File: src/verilog/csr_addr_pkg.sv
`default_nettype none

package csr_addr_pkg;

	// 12-bit CSR address as seen on the CSR port
	typedef logic [11:0] csr_addr_t;

	// index into the writable register storage
	typedef logic [4:0] csr_slot_t;

	// writable registers: 6 named, 4 pmpcfg, 16 pmpaddr
	localparam int unsigned CSR_SLOTS = 26;

	// supervisor trap setup and address translation
	localparam csr_addr_t CSR_STVEC = 12'h105;
	localparam csr_addr_t CSR_SATP  = 12'h180;

	// machine trap setup
	localparam csr_addr_t CSR_MEDELEG = 12'h302;
	localparam csr_addr_t CSR_MIDELEG = 12'h303;
	localparam csr_addr_t CSR_MIE     = 12'h304;
	localparam csr_addr_t CSR_MTVEC   = 12'h305;

	// physical memory protection, contiguous ranges
	localparam csr_addr_t CSR_PMPCFG_BASE  = 12'h3a0;
	localparam csr_addr_t CSR_PMPADDR_BASE = 12'h3b0;

	// number of entries in each pmp range
	localparam csr_addr_t PMPCFG_COUNT  = 12'd4;
	localparam csr_addr_t PMPADDR_COUNT = 12'd16;

	// machine information group, mvendorid up to mhartid
	// these are read-only, a write to them is a fault
	localparam csr_addr_t CSR_INFO_BASE = 12'hf11;
	localparam csr_addr_t CSR_INFO_LAST = 12'hf14;

	// slot numbers of the named registers
	localparam csr_slot_t SLOT_STVEC   = 5'd0;
	localparam csr_slot_t SLOT_SATP    = 5'd1;
	localparam csr_slot_t SLOT_MEDELEG = 5'd2;
	localparam csr_slot_t SLOT_MIDELEG = 5'd3;
	localparam csr_slot_t SLOT_MIE     = 5'd4;
	localparam csr_slot_t SLOT_MTVEC   = 5'd5;

	// first slot of each pmp range, entries follow in address order
	localparam csr_slot_t SLOT_PMPCFG0  = 5'd6;
	localparam csr_slot_t SLOT_PMPADDR0 = 5'd10;

endpackage

`default_nettype wire

File: src/verilog/csr_data_pkg.sv
`default_nettype none

package csr_data_pkg;

	// one CSR value, RV32
	typedef logic [31:0] csr_word_t;

	// every writable register comes out of reset as zero
	localparam csr_word_t CSR_RESET_VALUE = 32'h0000_0000;

endpackage

`default_nettype wire

File: src/verilog/csr_decode_if.sv
`timescale 1ns/1ps
`default_nettype none

interface csr_decode_if;
	import csr_addr_pkg::*;

	// storage slot picked by the address, valid with slot_hit
	csr_slot_t slot;
	logic      slot_hit;
	// address lies in the read-only information group
	logic      info_hit;
	logic      wr_strobe;

	modport decode_mp (
		output slot,
		output slot_hit,
		output info_hit,
		output wr_strobe
	);

	modport execute_mp (
		input slot,
		input slot_hit,
		input wr_strobe
	);

	modport result_mp (
		input slot,
		input slot_hit,
		input info_hit,
		input wr_strobe
	);

endinterface

`default_nettype wire

File: src/verilog/csr_decode.sv
`timescale 1ns/1ps
`default_nettype none

module csr_decode (
	input  csr_addr_pkg::csr_addr_t csr_addr_i,
	input  logic                    wr_en_i,
	csr_decode_if.decode_mp         dec
);
	import csr_addr_pkg::*;

	csr_addr_t pmpcfg_off;
	csr_addr_t pmpaddr_off;
	logic      pmpcfg_hit;
	logic      pmpaddr_hit;

	// offset from each range base, wraps to a large value below the base
	// so a single unsigned compare covers both ends of the range
	assign pmpcfg_off  = csr_addr_i - CSR_PMPCFG_BASE;
	assign pmpaddr_off = csr_addr_i - CSR_PMPADDR_BASE;

	assign pmpcfg_hit  = pmpcfg_off < PMPCFG_COUNT;
	assign pmpaddr_hit = pmpaddr_off < PMPADDR_COUNT;

	// slot lookup
	always_comb begin
		dec.slot     = '0;
		dec.slot_hit = 1'b1;
		if (pmpcfg_hit) begin
			dec.slot = SLOT_PMPCFG0 + pmpcfg_off[4:0];
		end else if (pmpaddr_hit) begin
			dec.slot = SLOT_PMPADDR0 + pmpaddr_off[4:0];
		end else begin
			case (csr_addr_i)
				CSR_STVEC: begin
					dec.slot = SLOT_STVEC;
				end
				CSR_SATP: begin
					dec.slot = SLOT_SATP;
				end
				CSR_MEDELEG: begin
					dec.slot = SLOT_MEDELEG;
				end
				CSR_MIDELEG: begin
					dec.slot = SLOT_MIDELEG;
				end
				CSR_MIE: begin
					dec.slot = SLOT_MIE;
				end
				CSR_MTVEC: begin
					dec.slot = SLOT_MTVEC;
				end
				// everything else has no storage and reads as zero
				default: begin
					dec.slot_hit = 1'b0;
				end
			endcase
		end
	end

	// mvendorid, marchid, mimpid, mhartid
	assign dec.info_hit = (csr_addr_i >= CSR_INFO_BASE) && (csr_addr_i <= CSR_INFO_LAST);

	// write enable goes through untouched, execute and result qualify it
	assign dec.wr_strobe = wr_en_i;

	// range arithmetic must never point past the storage array
	slot_in_range_a: assert final (!dec.slot_hit || (dec.slot < CSR_SLOTS));

endmodule

`default_nettype wire

File: src/verilog/csr_execute.sv
`timescale 1ns/1ps
`default_nettype none

module csr_execute (
	input  logic                    clk_i,
	input  logic                    rst_i,
	csr_decode_if.execute_mp        dec,
	input  csr_data_pkg::csr_word_t wr_data_i,
	output csr_data_pkg::csr_word_t regs_o [csr_addr_pkg::CSR_SLOTS]
);
	import csr_addr_pkg::*;
	import csr_data_pkg::*;

	csr_word_t regs_q [CSR_SLOTS];
	logic      wr_fire;

	// only addresses with storage take a write
	assign wr_fire = dec.wr_strobe && dec.slot_hit;

	always_ff @(posedge clk_i) begin
		if (rst_i) begin
			for (int i = 0; i < CSR_SLOTS; i++) begin
				regs_q[i] <= CSR_RESET_VALUE;
			end
		end else if (wr_fire) begin
			regs_q[dec.slot] <= wr_data_i;
		end
	end

	assign regs_o = regs_q;

	// a register holds its value unless a write was presented the cycle before
	for (genvar g = 0; g < CSR_SLOTS; g++) begin : g_hold_chk
		slot_hold_a: assert property (@(posedge clk_i) disable iff (rst_i)
			(!$past(rst_i) && !$past(dec.wr_strobe)) |-> $stable(regs_q[g]));
	end

endmodule

`default_nettype wire

File: src/verilog/csr_result.sv
`timescale 1ns/1ps
`default_nettype none

module csr_result (
	input  logic                    clk_i,
	input  logic                    rst_i,
	csr_decode_if.result_mp         dec,
	input  csr_data_pkg::csr_word_t regs_i [csr_addr_pkg::CSR_SLOTS],
	output csr_data_pkg::csr_word_t rd_data_o,
	output logic                    write_fault_o
);
	import csr_addr_pkg::*;
	import csr_data_pkg::*;

	logic write_fault_q;
	logic info_write;

	// read path is purely combinational, zero cycles from address to data
	// unmapped and read-as-zero addresses return zero
	assign rd_data_o = dec.slot_hit ? regs_i[dec.slot] : '0;

	// attempted write to a read-only information register
	assign info_write = dec.wr_strobe && dec.info_hit;

	// flag is high for exactly the cycle after the offending write
	always_ff @(posedge clk_i) begin
		if (rst_i) begin
			write_fault_q <= 1'b0;
		end else begin
			write_fault_q <= info_write;
		end
	end

	assign write_fault_o = write_fault_q;

	// the information group has no storage, so the two decodes are disjoint
	hit_exclusive_a: assert property (@(posedge clk_i) disable iff (rst_i)
		!(dec.slot_hit && dec.info_hit));

endmodule

`default_nettype wire

File: src/verilog/csr_top.sv
`timescale 1ns/1ps
`default_nettype none

module csr_top (
	input  logic                    clk_i,
	input  logic                    rst_i,
	input  csr_addr_pkg::csr_addr_t csr_addr_i,
	input  logic                    wr_en_i,
	input  csr_data_pkg::csr_word_t wr_data_i,
	output csr_data_pkg::csr_word_t rd_data_o,
	output logic                    write_fault_o
);
	import csr_addr_pkg::*;
	import csr_data_pkg::*;

	// register contents, from execute to the read mux
	csr_word_t regs [CSR_SLOTS];

	// decoded address shared by all three stages
	csr_decode_if dec_if ();

	csr_decode u_decode (
		.csr_addr_i (csr_addr_i),
		.wr_en_i    (wr_en_i),
		.dec        (dec_if.decode_mp)
	);

	csr_execute u_execute (
		.clk_i     (clk_i),
		.rst_i     (rst_i),
		.dec       (dec_if.execute_mp),
		.wr_data_i (wr_data_i),
		.regs_o    (regs)
	);

	csr_result u_result (
		.clk_i         (clk_i),
		.rst_i         (rst_i),
		.dec           (dec_if.result_mp),
		.regs_i        (regs),
		.rd_data_o     (rd_data_o),
		.write_fault_o (write_fault_o)
	);

endmodule

`default_nettype wire
File: config.mk
export PLATFORM = sky130hd
export DESIGN_NAME = csr_top
export DESIGN_NICKNAME = d
export VERILOG_FILES = /design/src/verilog/csr_addr_pkg.sv /design/src/verilog/csr_data_pkg.sv /design/src/verilog/csr_decode_if.sv /design/src/verilog/csr_decode.sv /design/src/verilog/csr_execute.sv /design/src/verilog/csr_result.sv /design/src/verilog/csr_top.sv
export SDC_FILE = /design/constraint.sdc
export NUM_CORES = 2
export LEC_CHECK = 0
export ABC_AREA = 0
export BUFFER_PORTS_ARGS = -buffer_cell sky130_fd_sc_hd__clkbuf_2
export CAP_MARGIN = 10
export CORE_ASPECT_RATIO = 0.9
export CORE_MARGIN = 1.5
export CORE_UTILIZATION = 55
export DETAILED_ROUTE_END_ITERATION = 10
export PLACE_DENSITY = 0.74
export SYNTH_ARGS = -nofsm -noshare
export SYNTH_HDL_FRONTEND = slang
export SYNTH_SLANG_ARGS = --single-unit
export TNS_END_PERCENT = 5
File: constraint.sdc
create_clock -name clk_i -period 3.1 [get_ports clk_i]
set_input_delay 0.31 -clock clk_i [delete_from_list [all_inputs] [get_ports clk_i]]
set_output_delay 0.31 -clock clk_i [all_outputs]
set_load 0.02 [all_outputs]
After elaboration in Yosys (flattened, before gate mapping):

Cells that the tools add are included.

* $add $sub $neg: 4
* multiply operators: 0
* divide/modulo/power cells: 0
* order comparisons: 6
* equal/unequal tests: 6
* shift-type cells: 0
* multiplexer cells: 13
* bitwise operators: 1
* reduce and logical (&&, ||, !) cells: 5

Operator list (count)
* $bwmux 832: 1
* $bmux 32 s5: 1
* $demux 32 s5: 1
* $mux 32: 4
* $eq 12x10->1 const B: 4
* $eq 12x9->1 const B: 2
* $sub 12x10->12 const B: 2
* $pmux 3 s5: 1
* $ge 12x12->1 const B: 1
* $le 12x12->1 const B: 1
* $lt 12x3->1 const B: 1
* $lt 12x5->1 const B: 1
* $mux 5: 2
* $ge 6x6->1 const B: 1
* $lt 6x1->1 const B: 1
* $not 5->6: 1
* $reduce_or 6->1: 1
* $add 3x5->5 const A: 1
* $add 4x5->5 const A: 1
* $logic_and 1x1->1: 4
* $mux 1: 3

* bits in registers: 833
* latch bits: 0
* bits in writable memories: 0
* memory bits (read-only): 0
* input port bits: 47
* output and inout bits: 33
* word-level logic and storage cells: 62
* memories kept: 0

Logic depth before layout (Yosys ltp):

* depth after elaboration: 10
* mapped depth: 14
* mapped depth without buffers: 10

By module:

From an unflattened synthesis, not the netlist that was laid out.

* cells, all modules: 3556
* area, all modules: 39276.4 um^2

Modules (own cells, without submodules)
* csr_execute: times used 1, cells an instance 2843, area each 31921.9 um^2, seq. area each 16656.0 um^2
* csr_result: times used 1, cells an instance 650, area each 6911.6 um^2, seq. area each 20.0 um^2
* csr_decode: times used 1, cells an instance 63, area each 442.9 um^2, seq. area each 0.0 um^2

Worst setup path before layout:

No wires, ideal clock.

* path kind: input port to output port
* from: input port csr_addr_i[1]
* to: output port rd_data_o[20]
* arrival time: 3321 ps
* required time: 2790 ps
* path slack: -531 ps
* stages: 11
* buffers on the path: 1
* cells stage by stage: clkbuf_1 > inv_1 > ha_1 > inv_1 > or4_1 > o221ai_2 > o21bai_2 > nor2_1 > a32oi_1 > nand3_1 > nor4_1

* longest elaborated chain between the ends: 9
* elaborated cells on any way between the ends: 24
* those cells by class: 4 x add/sub; 2 x order compare; 6 x eq/ne; 10 x mux; 1 x bitwise; 1 x reduce/logical

RTL lines
* from (decl): RTL line csr_top.sv:7 `input csr_addr_pkg::csr_addr_t csr_addr_i,`
* $sub 12x10->12, or another cell as far along: RTL line csr_decode.sv:19 `assign pmpaddr_off = csr_addr_i - CSR_PMPADDR_BASE;`
* $lt 12x5->1, or another cell as far along: RTL line csr_decode.sv:22 `assign pmpaddr_hit = pmpaddr_off < PMPADDR_COUNT;`
* $mux 5: RTL line csr_decode.sv:30 `end else if (pmpaddr_hit) begin`
* $mux 5: RTL line csr_decode.sv:28 `if (pmpcfg_hit) begin`
* $not 5->6 (not written as such): RTL line csr_result.sv:20 `assign rd_data_o = dec.slot_hit ? regs_i[dec.slot] : '0;`
* $bmux 32 s5: RTL line csr_result.sv:20
* $mux 32 (not written as such) (2 in series): RTL line csr_result.sv:20
* $mux 32 *: RTL line csr_result.sv:20
* to (decl): RTL line csr_top.sv:10 `output csr_data_pkg::csr_word_t rd_data_o,`

Every way passes the cells marked *; elsewhere a longest branch is shown, timed or not. The select of a mux whose other input is x is not followed.

Worst setup path after layout:

* from: input port csr_addr_i[2]
* to: output port rd_data_o[5]

Same word-level chain as after synthesis.

==> results_dict.tcl <==
set metrics [dict create \
    status "complete, but fails checks" \
    failed_checks "setup timing" \
    finalSetupViolCount 32 \
    via_per_inst 6.46 \
    cpMaxStageDelayCell "or3b_4" \
    numPlacedInstances 6088 \
    yosys.area_share.simple_pct 27.8 \
    cap_violations 0 \
    drtPass1Iterations 8 \
    yosysTopAreaCellShare_pct 45.0 \
    synth_most_common_cell "nand2_1" \
    synth_xor_area_share_pct 0.118 \
    antenna_found_initial 17 \
    yosysUniqueCellTypes 78 \
    hold_viol 0 \
    worst_slew_pin_slew_ns 0.873 \
    crit_required_ns 2.79 \
    drt-wirelength-per-cell_um 25.4 \
    clkTransAtPathRegs_ns 0.07 \
    synth_mux_area_share_pct 3.66 \
    core_mm2 0.0669 \
    tritoncts "yes" \
    reg2reg_from "u_execute.regs_o[703]$_SDFFE_PP0P_" \
    grtUsageTotal_pct 45.1 \
    crit_chain "clkbuf_2 -> buf_4 -> or3b_4 -> nor4_4 -> buf_4 -> a31oi_4 -> buf_6 -> buf_12 -> nand2_4 -> buf_4 -> nand2_1 -> a32oi_2 -> o211ai_1 -> nor3_2 -> buf_4 -> clkbuf_8" \
    rsz0062_at_grt "true" \
    cp_max_fo 10 \
    rows 90 \
    synthArstFlopShare_pct 0 \
    syn_to_final_growth_pct 25.7 \
    path_class "input port to output pin" \
    finalCriticalPeriod_ns 3.71 \
    fin_crit_sh_pct 120 \
    clock_skew_ns 0 \
    chipHeight_um 249 \
    hpwl_um 96200 \
    hold_depth 4 \
    clock-sinks 833 \
    antenna_left 0 \
    worstPathArrival_ns 3.40 \
    grt_max_degree 123 \
    syn_nets 5225 \
    synth_common_cells "2212 x nand2_1, 859 x a21oi_1, 833 x dfxtp_1, 305 x clkbuf_1, 151 x buf_2" \
    globalRouteOverflowTotal 0 \
    syn_area_mm2 0.0371 \
    fin_ws_ns -0.608 \
    cts_htree_levels 3 \
    cp-end-kind "output pin" \
    die_area_mm2 0.0689 \
    drc 0 \
    max_stage_delay_ns 0.40 \
    synth_top_family_by_area "simple AND/OR/NAND/NOR gates" \
    wl_met2_um 64900 \
    die_w_um 277 \
    pre_cts_ws_ns -0.649 \
    ir_worst_vdd_mv 0.421 \
    ys_top_cells_by_area "dfxtp_1 45%, nand2_1 22%, a21oi_1 12%" \
    root_buffer "clkbuf_16" \
    drive_above_1_share_pct 16.9 \
    synthFlopType "dfxtp_1" \
    min-delay-start "csr_addr_i[2]" \
    clock_latency_ns 0.65 \
    r2r_end "u_execute.regs_o[703]$_SDFFE_PP0P_" \
    critPathMostFrequentCell "buf_4" \
    ys_ff_latch 833 \
    final.setup.tns_ns -14.46 \
    grt_pass1_wl_um 235000 \
    synth-compound-area-share_pct 17.6 \
    min_to "u_result.write_fault_o$_SDFF_PP0_" \
    num_vias 40900 \
    synth_top_area_cell "dfxtp_1" \
    relSlewSlack_pct 41.8 \
    syn_inst 5174 \
    numPortBuffers 79 \
    met3WireLength_um 24500 \
    start_util_pct 55.4 \
    n_fill_cell 5174 \
    worstRegToRegCells 2 \
    slew_viol_final 0 \
    drt_iter0_drc 7210 \
    gp_congestion 0.989 \
    synth_adder_area_share_pct 0.135 \
    hold_path.class "input port to flip-flop" \
    cts_made_buffers 84 \
    grt_pass1_vias 37600 \
    max_freq_mhz 270 \
    num_io_pins 80 \
    yosysSeqAreaShare_pct 45.0 \
    wirelength_um 161000 \
    final_cell_count_no_fill 6333 \
    fin_nets 5424 \
    r2r_slack_ns 2.39 \
    m1WireLength_um 56600 \
    p_leak_uw 0.0157 \
    ys.warnings.count 0 \
    start_kind "input port" \
    fin_util_pct 69.6 \
    synth_area_per_cell_um2 7.16 \
    clockBufferDepth 3 \
    synth_edf_count 0 \
    top_layer "met4" \
    power.density_mw_per_mm2 481 \
]
worst max path at each step:
| stage | end | cells after the start | startpoint | slack (ns) |
|---|---|---|---|---|
| 6_report | rd_data_o[5] | 16 | csr_addr_i[2] | -0.61 |
| 5_1_grt | rd_data_o[27] | 15 | csr_addr_i[3] | -0.62 |
| 4_1_cts | rd_data_o[4] | 13 | csr_addr_i[3] | -0.47 |
| 3_5_place_dp | rd_data_o[2] | 16 | csr_addr_i[2] | -0.65 |
| 3_3_place_gp | rd_data_o[4] | 15 | csr_addr_i[2] | -0.65 |
| 2_1_floorplan | rd_data_o[10] | 14 | csr_addr_i[6] | -0.03 |
layout make-up:
| cell class | instances | area, um2 | share of cell area [%] |
|---|---|---|---|
| diodes | 21 | 52.6 | 0.113 |
| clock buffers | 123 | 2510 | 5.39 |
| clock inverters | 28 | 383 | 0.822 |
| inverters | 8 | 30.0 | 0.0645 |
| multi-input cells | 3854 | 19300 | 41.4 |
| flip-flops and latches | 833 | 16700 | 35.8 |
| well taps | 874 | 1090 | 2.35 |
| repair buffers | 592 | 6530 | 14.0 |
flip-flops by register name, indices dropped and copies added, names as in the netlist:
name	cells
u_result.write_fault_o	1
u_execute.regs_o	832
per-stage QoR:
stage | hold slack [ns] | cell area [um2] | power [uW]
final | 0.0955 | 46600 | 22400
after global routing | 0.109 | 46600 | 22800
after CTS | 0.0562 | 46300 | 22300
after detailed placement | 0.440 | 42000 | 11700
after global placement | 0.433 | 42000 | 11700
after floorplan | 0.427 | 37400 | 11400
what timing repair did:
item	CTS	global route
gates cloned	12	1
endpoints found under the setup margin	32	36
endpoints found under the hold margin	0	0
pin swaps	43	18
setup buffers	57	3
resized for setup	117	65
hold buffers	0	0
cell families (layout without fill, tap and decap cells):
kind of cell,count (synthesis),in the layout
adders and majority gates,4,4
xor gates and xnor gates,5,5
and+or+nand+nor,2564,2566
muxes,135,135
other,0,21
DFF,833,833
AOI/OAI and AO/OA,1144,1144
buffers and inverters,489,751
routing by layer:
layer | vias to the layer above | track usage, %
met5 | - | 0
met4 | 0 | 35.7
met1 | 18900 | 56.7
met3 | 959 | 14.1
met2 | 3482 | 63.9
li1 | 17600 | -
where the power goes:
part / internal [uW] / switching, uW / total, uW
sequential: 10700 / 0.561 / 10700
combinational: 238 / 625 / 864
clock: 6290 / 4540 / 10800
placed cells by master (no fill, tap or decap), types with 10 or more instances in the layout:
cell type,instances
buf_12,136
a211oi_1,41
and3_1,42
buf_6,29
buf_4,345
o21ai_0,26
clkinv_2,14
clkbuf_1,14
mux2i_1,131
o211ai_1,15
a32oi_1,48
buf_16,12
nand3_2,10
nand2_2,26
clkbuf_16,85
nor4_4,10
a31oi_1,64
o21ai_1,10
clkbuf_8,28
dfxtp_1,833
nand3_1,139
diode_2,21
a21oi_1,858
nand2_1,2186
clkbuf_2,51
nor3_2,17
nor2_4,26
nor2_1,48
worst max-delay path: cells and delay by family:
family / cells / cell delay [ns]
AOI/OAI and AO/OA: 3 / 0.55
and+or+nand+nor: 5 / 1.27
buffers and inverters: 8 / 1.25
Note: power is estimated with default switching activity, not from simulation.
